$ cat config.mk
export PLATFORM = sky130hd
export DESIGN_NAME = ps_ctrl_top
export DESIGN_NICKNAME = d
export VERILOG_FILES = /design/src/common/ps_ctrl_pkg.sv /design/src/axi_lite/axi_read_ctrl.sv /design/src/axi_lite/axi_write_ctrl.sv /design/src/regs/ap_ctrl_regs.sv /design/src/regs/user_reg_bank.sv /design/src/verilog/ps_ctrl_top.sv
export SDC_FILE = /design/constraint.sdc
export NUM_CORES = 1
export LEC_CHECK = 0
export ABC_AREA = 1
export CAP_MARGIN = 20
export CORE_MARGIN = 3
export CORE_UTILIZATION = 50
export CTS_CLUSTER_DIAMETER = 50
export DETAILED_ROUTE_END_ITERATION = 10
export DONT_BUFFER_PORTS = 1
export HOLD_SLACK_MARGIN = 0.1
export PLACE_DENSITY = 0.73
export SLEW_MARGIN = 20
export SYNTH_ARGS = -nofsm -noshare
export SYNTH_HDL_FRONTEND = slang
export SYNTH_SLANG_ARGS = --single-unit
export TNS_END_PERCENT = 20
$ cat constraint.sdc
create_clock -name clk -period 3.8 [get_ports clk]
set_clock_uncertainty 0.15 [all_clocks]
set_input_delay 0.38 -clock clk [delete_from_list [all_inputs] [get_ports clk]]
set_output_delay 0.38 -clock clk [all_outputs]
set_load 0.02 [all_outputs]
$ cat src/common/ps_ctrl_pkg.sv
`default_nettype none

package ps_ctrl_pkg;

    // bus widths
    localparam int ADDR_W = 8;
    localparam int DATA_W = 32;
    localparam int STRB_W = DATA_W / 8;

    typedef logic [ADDR_W-1:0]   addr_t;
    typedef logic [DATA_W-1:0]   word_t;
    typedef logic [STRB_W-1:0]   strb_t;
    typedef logic [2*DATA_W-1:0] addr64_t;

    // register map
    localparam addr_t ADDR_AP_CTRL       = 8'h00;
    localparam addr_t ADDR_GIE           = 8'h04;
    localparam addr_t ADDR_IER           = 8'h08;
    localparam addr_t ADDR_ISR           = 8'h0c;
    localparam addr_t ADDR_INSTR_SCALAR  = 8'h10;
    localparam addr_t ADDR_INSTR_ADDR_L  = 8'h14;
    localparam addr_t ADDR_INSTR_ADDR_H  = 8'h18;
    localparam addr_t ADDR_INSTR_STATUS  = 8'h1c;
    localparam addr_t ADDR_CORE_SCALAR_0 = 8'h30;
    localparam addr_t ADDR_CORE_SCALAR_1 = 8'h34;
    localparam addr_t ADDR_CORE_SCALAR_2 = 8'h38;
    localparam addr_t ADDR_CORE_SCALAR_3 = 8'h3c;
    localparam addr_t ADDR_CORE_STATUS_0 = 8'h40;
    localparam addr_t ADDR_CORE_STATUS_1 = 8'h44;

    // decoded write target, banks rely on consecutive values
    typedef enum logic [3:0] {
        SEL_NONE,
        SEL_AP_CTRL,
        SEL_GIE,
        SEL_IER,
        SEL_ISR,
        SEL_INSTR_SCALAR,
        SEL_INSTR_ADDR_L,
        SEL_INSTR_ADDR_H,
        SEL_CORE_SCALAR_0,
        SEL_CORE_SCALAR_1,
        SEL_CORE_SCALAR_2,
        SEL_CORE_SCALAR_3
    } reg_sel_e;

    // control register layout
    localparam int CTRL_START_BIT        = 0;
    localparam int CTRL_DONE_BIT         = 1;
    localparam int CTRL_IDLE_BIT         = 2;
    localparam int CTRL_READY_BIT        = 3;
    localparam int CTRL_AUTO_RESTART_BIT = 7;

    localparam int NUM_INSTR_WORDS  = 3;
    localparam int NUM_CORE_SCALARS = 4;
    localparam int NUM_CORE_STATUS  = 2;

    // word 0 scalar, word 1 addr low, word 2 addr high
    localparam word_t [NUM_INSTR_WORDS-1:0] INSTR_RESET_WORDS = {
        32'h0000_0000,
        32'hAAAA_0000,
        32'hAAAA_0000
    };

    localparam logic [1:0] bresp_okay = 2'b00;

endpackage

`default_nettype wire

$ cat src/axi_lite/axi_read_ctrl.sv
`timescale 1ns/1ps
`default_nettype none

module axi_read_ctrl (
    input  wire                clk,
    input  wire                rst_n,
    input  wire                arvalid,
    output logic               arready,
    input  ps_ctrl_pkg::addr_t araddr,
    output logic               rvalid,
    input  wire                rready,
    output ps_ctrl_pkg::word_t rdata,
    output logic [1:0]         rresp,
    output logic               ctrl_read_pulse,
    input  ps_ctrl_pkg::word_t ctrl_word,
    input  ps_ctrl_pkg::word_t gie_word,
    input  ps_ctrl_pkg::word_t ier_word,
    input  ps_ctrl_pkg::word_t isr_word,
    input  ps_ctrl_pkg::word_t [ps_ctrl_pkg::NUM_INSTR_WORDS-1:0]  instr_words,
    input  ps_ctrl_pkg::word_t [ps_ctrl_pkg::NUM_CORE_SCALARS-1:0] core_words,
    input  ps_ctrl_pkg::word_t aux_instr_status,
    input  ps_ctrl_pkg::word_t [ps_ctrl_pkg::NUM_CORE_STATUS-1:0]  core_status
);
    import ps_ctrl_pkg::*;

    typedef enum logic [1:0] {
        RD_IDLE,
        RD_DATA,
        RD_RESET
    } rd_state_e;

    rd_state_e state;
    rd_state_e state_next;
    logic      ar_hs;
    word_t     rd_word;

    assign arready = (state == RD_IDLE);
    assign rvalid  = (state == RD_DATA);
    assign rresp   = bresp_okay;
    assign ar_hs   = arvalid && arready;

    // clears ap_done in the control register
    assign ctrl_read_pulse = ar_hs && (araddr == ADDR_AP_CTRL);

    always_ff @(posedge clk) begin
        if (!rst_n) begin
            state <= RD_RESET;
        end else begin
            state <= state_next;
        end
    end

    always_comb begin
        state_next = state;
        case (state)
            RD_IDLE: if (arvalid) state_next = RD_DATA;
            RD_DATA: if (rready) state_next = RD_IDLE;
            default: state_next = RD_IDLE;
        endcase
    end

    // read mux, reserved addresses give zero
    always_comb begin
        case (araddr)
            ADDR_AP_CTRL:       rd_word = ctrl_word;
            ADDR_GIE:           rd_word = gie_word;
            ADDR_IER:           rd_word = ier_word;
            ADDR_ISR:           rd_word = isr_word;
            ADDR_INSTR_SCALAR:  rd_word = instr_words[0];
            ADDR_INSTR_ADDR_L:  rd_word = instr_words[1];
            ADDR_INSTR_ADDR_H:  rd_word = instr_words[2];
            ADDR_INSTR_STATUS:  rd_word = aux_instr_status;
            ADDR_CORE_SCALAR_0: rd_word = core_words[0];
            ADDR_CORE_SCALAR_1: rd_word = core_words[1];
            ADDR_CORE_SCALAR_2: rd_word = core_words[2];
            ADDR_CORE_SCALAR_3: rd_word = core_words[3];
            ADDR_CORE_STATUS_0: rd_word = core_status[0];
            ADDR_CORE_STATUS_1: rd_word = core_status[1];
            default:            rd_word = '0;
        endcase
    end

    // held through rready back-pressure
    always_ff @(posedge clk) begin
        if (ar_hs) begin
            rdata <= rd_word;
        end
    end

endmodule

`default_nettype wire

$ cat src/axi_lite/axi_write_ctrl.sv
`timescale 1ns/1ps
`default_nettype none

module axi_write_ctrl (
    input  wire                   clk,
    input  wire                   rst_n,
    input  wire                   awvalid,
    output logic                  awready,
    input  ps_ctrl_pkg::addr_t    awaddr,
    input  wire                   wvalid,
    output logic                  wready,
    input  ps_ctrl_pkg::word_t    wdata,
    input  ps_ctrl_pkg::strb_t    wstrb,
    output logic                  bvalid,
    input  wire                   bready,
    output logic [1:0]            bresp,
    output logic                  wr_en,
    output ps_ctrl_pkg::reg_sel_e wr_sel,
    output ps_ctrl_pkg::word_t    wr_data,
    output ps_ctrl_pkg::strb_t    wr_strb
);
    import ps_ctrl_pkg::*;

    typedef enum logic [1:0] {
        WR_IDLE,
        WR_DATA,
        WR_RESP,
        WR_RESET
    } wr_state_e;

    wr_state_e state;
    wr_state_e state_next;
    addr_t     waddr;

    assign awready = (state == WR_IDLE);
    assign wready  = (state == WR_DATA);
    assign bvalid  = (state == WR_RESP);
    assign bresp   = bresp_okay;

    always_ff @(posedge clk) begin
        if (!rst_n) begin
            state <= WR_RESET;
        end else begin
            state <= state_next;
        end
    end

    always_comb begin
        state_next = state;
        case (state)
            WR_IDLE: if (awvalid) state_next = WR_DATA;
            WR_DATA: if (wvalid) state_next = WR_RESP;
            WR_RESP: if (bready) state_next = WR_IDLE;
            default: state_next = WR_IDLE;
        endcase
    end

    // address held from AW until the W beat
    always_ff @(posedge clk) begin
        if (awvalid && awready) begin
            waddr <= awaddr;
        end
    end

    // read-only and reserved addresses decode to SEL_NONE
    always_comb begin
        case (waddr)
            ADDR_AP_CTRL:       wr_sel = SEL_AP_CTRL;
            ADDR_GIE:           wr_sel = SEL_GIE;
            ADDR_IER:           wr_sel = SEL_IER;
            ADDR_ISR:           wr_sel = SEL_ISR;
            ADDR_INSTR_SCALAR:  wr_sel = SEL_INSTR_SCALAR;
            ADDR_INSTR_ADDR_L:  wr_sel = SEL_INSTR_ADDR_L;
            ADDR_INSTR_ADDR_H:  wr_sel = SEL_INSTR_ADDR_H;
            ADDR_CORE_SCALAR_0: wr_sel = SEL_CORE_SCALAR_0;
            ADDR_CORE_SCALAR_1: wr_sel = SEL_CORE_SCALAR_1;
            ADDR_CORE_SCALAR_2: wr_sel = SEL_CORE_SCALAR_2;
            ADDR_CORE_SCALAR_3: wr_sel = SEL_CORE_SCALAR_3;
            default:            wr_sel = SEL_NONE;
        endcase
    end

    assign wr_en   = wvalid && wready;
    assign wr_data = wdata;
    assign wr_strb = wstrb;

endmodule

`default_nettype wire

$ cat src/regs/ap_ctrl_regs.sv
`timescale 1ns/1ps
`default_nettype none

module ap_ctrl_regs (
    input  wire                   clk,
    input  wire                   rst_n,
    input  wire                   wr_en,
    input  ps_ctrl_pkg::reg_sel_e wr_sel,
    input  ps_ctrl_pkg::word_t    wr_data,
    input  ps_ctrl_pkg::strb_t    wr_strb,
    input  wire                   ctrl_read_pulse,
    input  wire                   ap_done,
    input  wire                   ap_idle,
    input  wire                   ap_ready,
    output logic                  ap_start,
    output logic                  interrupt,
    output ps_ctrl_pkg::word_t    ctrl_word,
    output ps_ctrl_pkg::word_t    gie_word,
    output ps_ctrl_pkg::word_t    ier_word,
    output ps_ctrl_pkg::word_t    isr_word
);
    import ps_ctrl_pkg::*;

    logic       done_q;
    logic       idle_q;
    logic       ready_q;
    logic       auto_restart;
    logic       gie;
    logic [1:0] ier;
    logic [1:0] isr;
    logic [1:0] isr_set;
    logic       ctrl_wr;
    logic       gie_wr;
    logic       ier_wr;
    logic       isr_wr;

    // all of these only look at byte 0
    assign ctrl_wr = wr_en && wr_strb[0] && (wr_sel == SEL_AP_CTRL);
    assign gie_wr  = wr_en && wr_strb[0] && (wr_sel == SEL_GIE);
    assign ier_wr  = wr_en && wr_strb[0] && (wr_sel == SEL_IER);
    assign isr_wr  = wr_en && wr_strb[0] && (wr_sel == SEL_ISR);

    // bit 0 ap_done, bit 1 ap_ready
    assign isr_set = ier & {ap_ready, ap_done};

    always_ff @(posedge clk) begin
        if (!rst_n) begin
            ap_start     <= 1'b0;
            done_q       <= 1'b0;
            idle_q       <= 1'b0;
            ready_q      <= 1'b0;
            auto_restart <= 1'b0;
            gie          <= 1'b0;
            ier          <= 2'b00;
            isr          <= 2'b00;
        end else begin
            // a start write beats the clear from ap_done
            if (ctrl_wr && wr_data[CTRL_START_BIT]) begin
                ap_start <= 1'b1;
            end else if (ap_done) begin
                ap_start <= auto_restart;
            end
            // clear on read unless done arrives in the same cycle
            if (ap_done) begin
                done_q <= 1'b1;
            end else if (ctrl_read_pulse) begin
                done_q <= 1'b0;
            end
            idle_q  <= ap_idle;
            ready_q <= ap_ready;
            if (ctrl_wr) begin
                auto_restart <= wr_data[CTRL_AUTO_RESTART_BIT];
            end
            if (gie_wr) begin
                gie <= wr_data[0];
            end
            if (ier_wr) begin
                ier <= wr_data[1:0];
            end
            // toggle on write, an event set wins
            if (isr_wr) begin
                isr <= (isr ^ wr_data[1:0]) | isr_set;
            end else begin
                isr <= isr | isr_set;
            end
        end
    end

    assign interrupt = gie && (|isr);

    always_comb begin
        ctrl_word                        = '0;
        ctrl_word[CTRL_START_BIT]        = ap_start;
        ctrl_word[CTRL_DONE_BIT]         = done_q;
        ctrl_word[CTRL_IDLE_BIT]         = idle_q;
        ctrl_word[CTRL_READY_BIT]        = ready_q;
        ctrl_word[CTRL_AUTO_RESTART_BIT] = auto_restart;
    end

    assign gie_word = word_t'(gie);
    assign ier_word = word_t'(ier);
    assign isr_word = word_t'(isr);

endmodule

`default_nettype wire

$ cat src/regs/user_reg_bank.sv
`timescale 1ns/1ps
`default_nettype none

module user_reg_bank #(
    parameter int                                 NUM_WORDS   = 1,
    parameter ps_ctrl_pkg::reg_sel_e              FIRST_SEL   = ps_ctrl_pkg::SEL_NONE,
    parameter ps_ctrl_pkg::word_t [NUM_WORDS-1:0] RESET_WORDS = '0
) (
    input  wire                                 clk,
    input  wire                                 rst_n,
    input  wire                                 wr_en,
    input  ps_ctrl_pkg::reg_sel_e               wr_sel,
    input  ps_ctrl_pkg::word_t                  wr_data,
    input  ps_ctrl_pkg::strb_t                  wr_strb,
    output ps_ctrl_pkg::word_t [NUM_WORDS-1:0]  words
);
    import ps_ctrl_pkg::*;

    // word i answers to select value FIRST_SEL + i
    always_ff @(posedge clk) begin
        if (!rst_n) begin
            words <= RESET_WORDS;
        end else if (wr_en) begin
            for (int i = 0; i < NUM_WORDS; i++) begin
                if (int'(wr_sel) == int'(FIRST_SEL) + i) begin
                    // only strobed bytes change
                    for (int b = 0; b < STRB_W; b++) begin
                        if (wr_strb[b]) begin
                            words[i][8*b +: 8] <= wr_data[8*b +: 8];
                        end
                    end
                end
            end
        end
    end

endmodule

`default_nettype wire

$ cat src/verilog/ps_ctrl_top.sv
`timescale 1ns/1ps
`default_nettype none

module ps_ctrl_top (
    input  wire                        clk,
    input  wire                        rst_n,
    // AXI4-Lite write
    input  wire                        awvalid,
    output logic                       awready,
    input  ps_ctrl_pkg::addr_t         awaddr,
    input  wire                        wvalid,
    output logic                       wready,
    input  ps_ctrl_pkg::word_t         wdata,
    input  ps_ctrl_pkg::strb_t         wstrb,
    output logic                       bvalid,
    input  wire                        bready,
    output logic [1:0]                 bresp,
    // AXI4-Lite read
    input  wire                        arvalid,
    output logic                       arready,
    input  ps_ctrl_pkg::addr_t         araddr,
    output logic                       rvalid,
    input  wire                        rready,
    output ps_ctrl_pkg::word_t         rdata,
    output logic [1:0]                 rresp,
    // accelerator side
    output logic                       ap_start,
    input  wire                        ap_done,
    input  wire                        ap_idle,
    input  wire                        ap_ready,
    output logic                       interrupt,
    output ps_ctrl_pkg::word_t         aux_instr_scalar,
    output ps_ctrl_pkg::addr64_t       aux_instr_addr,
    input  ps_ctrl_pkg::word_t         aux_instr_status,
    output ps_ctrl_pkg::word_t [ps_ctrl_pkg::NUM_CORE_SCALARS-1:0] core_scalar,
    input  ps_ctrl_pkg::word_t [ps_ctrl_pkg::NUM_CORE_STATUS-1:0]  core_status
);
    import ps_ctrl_pkg::*;

    logic                        wr_en;
    reg_sel_e                    wr_sel;
    word_t                       wr_data;
    strb_t                       wr_strb;
    logic                        ctrl_read_pulse;
    word_t                       ctrl_word;
    word_t                       gie_word;
    word_t                       ier_word;
    word_t                       isr_word;
    word_t [NUM_INSTR_WORDS-1:0] instr_words;

    axi_write_ctrl u_write_ctrl (
        .clk     (clk),
        .rst_n   (rst_n),
        .awvalid (awvalid),
        .awready (awready),
        .awaddr  (awaddr),
        .wvalid  (wvalid),
        .wready  (wready),
        .wdata   (wdata),
        .wstrb   (wstrb),
        .bvalid  (bvalid),
        .bready  (bready),
        .bresp   (bresp),
        .wr_en   (wr_en),
        .wr_sel  (wr_sel),
        .wr_data (wr_data),
        .wr_strb (wr_strb)
    );

    ap_ctrl_regs u_ap_ctrl_regs (
        .clk             (clk),
        .rst_n           (rst_n),
        .wr_en           (wr_en),
        .wr_sel          (wr_sel),
        .wr_data         (wr_data),
        .wr_strb         (wr_strb),
        .ctrl_read_pulse (ctrl_read_pulse),
        .ap_done         (ap_done),
        .ap_idle         (ap_idle),
        .ap_ready        (ap_ready),
        .ap_start        (ap_start),
        .interrupt       (interrupt),
        .ctrl_word       (ctrl_word),
        .gie_word        (gie_word),
        .ier_word        (ier_word),
        .isr_word        (isr_word)
    );

    // scalar, addr low, addr high
    user_reg_bank #(
        .NUM_WORDS   (NUM_INSTR_WORDS),
        .FIRST_SEL   (SEL_INSTR_SCALAR),
        .RESET_WORDS (INSTR_RESET_WORDS)
    ) u_instr_bank (
        .clk     (clk),
        .rst_n   (rst_n),
        .wr_en   (wr_en),
        .wr_sel  (wr_sel),
        .wr_data (wr_data),
        .wr_strb (wr_strb),
        .words   (instr_words)
    );

    user_reg_bank #(
        .NUM_WORDS   (NUM_CORE_SCALARS),
        .FIRST_SEL   (SEL_CORE_SCALAR_0),
        .RESET_WORDS ('0)
    ) u_core_bank (
        .clk     (clk),
        .rst_n   (rst_n),
        .wr_en   (wr_en),
        .wr_sel  (wr_sel),
        .wr_data (wr_data),
        .wr_strb (wr_strb),
        .words   (core_scalar)
    );

    assign aux_instr_scalar = instr_words[0];
    assign aux_instr_addr   = {instr_words[2], instr_words[1]};

    axi_read_ctrl u_read_ctrl (
        .clk              (clk),
        .rst_n            (rst_n),
        .arvalid          (arvalid),
        .arready          (arready),
        .araddr           (araddr),
        .rvalid           (rvalid),
        .rready           (rready),
        .rdata            (rdata),
        .rresp            (rresp),
        .ctrl_read_pulse  (ctrl_read_pulse),
        .ctrl_word        (ctrl_word),
        .gie_word         (gie_word),
        .ier_word         (ier_word),
        .isr_word         (isr_word),
        .instr_words      (instr_words),
        .core_words       (core_scalar),
        .aux_instr_status (aux_instr_status),
        .core_status      (core_status)
    );

endmodule

`default_nettype wire
==> out/metrics.cfg <==
[power]
ir_drop_uv=388
power_density_mw_per_mm2=434
p_leak_nw=6.14
total_power_w=0.00663

[sta]
worst_pin_slew_ns=1.08
setup_viol=0
rsz0062_at_grt=false
fin_crit_ns=3.04
relSlewSlack_pct=27.7
fin_ws_ns=0.761
period_share_pct=80.0
fmax_mhz=329
maxSlewViolCount=0
hold_viol=0
setup_tns_ns=0

[synth]
synth-edff-count=40
yosysTopAreaCellShare_pct=37.3
ys_seq_area_share_pct=46.7
synthTopCellsByArea=dfxtp_1 37%, nand2_1 19%, edfxtp_1 9.4%, nand3_1 8.2%, a21oi_1 6.9%
synthCells=1826
ys_seq_elements=278
syn_area_per_cell_sq_um=6.99
synth_common_cells=643 x nand2_1, 238 x dfxtp_1, 208 x nand3_1, 177 x a21oi_1, 168 x nor2_1
synth.most_common_cell=nand2_1
synth_cell_types=27
yosys_warnings=0
yosysTopAreaCell=dfxtp_1
syn-cell-area_sq_mm=0.0128
synth-async-reset-ratio_pct=0
synth_ff_type=dfxtp_1

[drt]
drt_iter0_drc=1483
wl_per_cell_um=21.5
dr_wl_met2_mm=22.8
drtAntennaViolNets=0
vias=13305
met3WireLength_mm=5.48
top_layer_used=met4
wl_met1_mm=18.0
wl_mm=48.8
first_pass_iters=5
avgViaCountPerCell=5.87
drc=0

[floorplanning]
initial_core_util_pct=51.7
io_pins=425
die_h_um=166
rows=57
fp.coreArea_sq_mm=0.0247
die_w_um=166
die_area_sq_mm=0.0275

[cts]
cts_buffers=35
root_buffer=clkbuf_16
cts.clk_slew.worst_paths_ns=0.06
cts-resized-gates=0
clock_latency_ns=0.50
cts_max_level=2
cts_tree=built
clock_sinks=278
clk_path_buf_depth=3

[worst_setup_path]
critPathKind=primary input to register
slowest_delay_ns=0.59
crit_top_cell=nand2_1
cp.depth=11
cp.arrival_ns=3.26
cp-endpoint=u_read_ctrl.rdata[12]
slowest_stage=and2_1
reg2reg_to=u_ap_ctrl_regs.isr[0]
path_cells=inv_1, nand2_1, nor2_2, and2_1, buf_4, nand2_1, nand2_1, dlygate4sd3_1, nor2_1, nand3_1, dlygate4sd3_1
critPathMaxFanout=18
crit_family=buffers and inverters
rrSetupSlack_ns=1.27
worstRegToRegCells=9
cp.required_ns=4.02
crit_buf_inv=4
crit_start=araddr[7]
r2r-start=u_write_ctrl.state[0]
cp-end-kind=register
crit_path_start_kind=primary input

[global_route]
grt_pass1_wl_mm=73.3
grt_max_degree=94
grtUsageTotal_pct=33.4
grt_pass1_vias=12311
grt_overflow=0
antenna_found_initial=1

[placed_design]
dpl-instance-area_sq_mm=0.0128
pre_cts_ws_ns=1.22
finalWeightedCongestion=0.910
place.port_buffers=0
dp_hpwl_mm=32.9

[final_layout]
area_growth_pct=19.6
fillers=2204
drive_above_1_share_pct=6.74
nets=2075
postLayoutCoreUtil_pct=61.9
final_cell_area_sq_mm=0.0153

[status]
outcome=finished clean

[job]
drv_cap=0

[worst_hold_path]
hold_class=primary input to register

==> flip-flops by register name (all words and copies together) (netlist names), 2 cells and up <==
| signal | count |
|---|---|
| u_ap_ctrl_regs.ier | 2 |
| u_ap_ctrl_regs.isr | 2 |
| u_core_bank.words | 128 |
| u_instr_bank.words | 96 |
| u_read_ctrl.rdata | 32 |
| u_read_ctrl.state | 2 |
| u_write_ctrl.state | 2 |
| u_write_ctrl.waddr | 8 |
==> area by class of cell <==
type,instances,area (sq um),area share [%]
multi-input combinational,1347,5890,38.6
sequential,278,5970,39.1
tap,324,405,2.65
clock inverter,16,139,0.910
clock buffer,47,1020,6.71
timing repair buffer,142,1410,9.26
inverter,113,430,2.82
antenna,1,2.50,0.0164
==> per-layer routing <==
| layer | global-route usage, % | vias to the layer above |
|---|---|---|
| li1 | - | 6069 |
| met1 | 40.7 | 6085 |
| met2 | 55.1 | 949 |
| met3 | 9.43 | 202 |
| met4 | 15.4 | 0 |
| met5 | 0 | - |
==> timing repair <==
action                    in CTS  in global routing
hold endpoints to repair     276                  0
setup buffers                  0                  0
hold buffers                 127                  0
==> worst min-delay path by stage <==
stage	startpoint	end	cells after the start
finish	core_status[33]	u_read_ctrl.rdata[1]	4
detailed placement	u_ap_ctrl_regs.done_q	u_ap_ctrl_regs.done_q	2
global placement	u_ap_ctrl_regs.gie	u_ap_ctrl_regs.gie	2
global route	core_status[33]	u_read_ctrl.rdata[1]	4
CTS	core_status[33]	u_read_ctrl.rdata[1]	4
floorplan	u_ap_ctrl_regs.gie	u_ap_ctrl_regs.gie	2
==> kinds of logic after synthesis <==
kind of cell / Yosys count / share of synthesized area [%]
DFF: 278 / 46.7
buffers and inverters: 204 / 7.41
AOI/OAI and AO/OA: 284 / 11.2
xor gates and xnor gates: 2 / 0.137
and+or+nand+nor: 1057 / 34.5
other: 1 / 0.0294
==> worst register-to-register path: stages, from the launching register on <==
cell and delay [ns]:
dfxtp_1 0.41, nand3_2 0.18, nor2_4 0.46, buf_4 0.33, nand2_1 0.10, nand2_1 0.09
nand3_1 0.07, nand2_1 0.06, dlygate4sd3_1 0.55, inv_1 0.04
==> placed cells by master, fill, tap and decap left out, types with 12 or more instances in the layout <==
master	synthesis	routed
edfxtp_1	40	40
nand2_2	12	12
dlygate4sd3_1	0	126
nand2_1	643	643
nor2_4	11	14
clkbuf_16	0	38
nor2_1	168	166
inv_2	17	17
nand3_1	208	208
o21ai_0	101	101
dfxtp_1	238	238
inv_1	94	93
a21oi_1	177	177
buf_4	29	14
==> where the power goes <==
group	switching (W)	internal [W]	total (W)
Sequential	0.0000289	0.00300	0.00303
Clock	0.00133	0.00199	0.00332
Combinational	0.000186	0.0000901	0.000276
Total	0.00155	0.00508	0.00663
==> through the flow <==
stage | hold slack, ns | instances
2_1_floorplan | 0.289 | 1829
3_3_place_gp | 0.297 | 2077
3_5_place_dp | 0.315 | 2077
4_1_cts | 0.104 | 2267
5_1_grt | 0.137 | 2268
6_report | 0.122 | 2268
(Power assumes the default switching activity.)
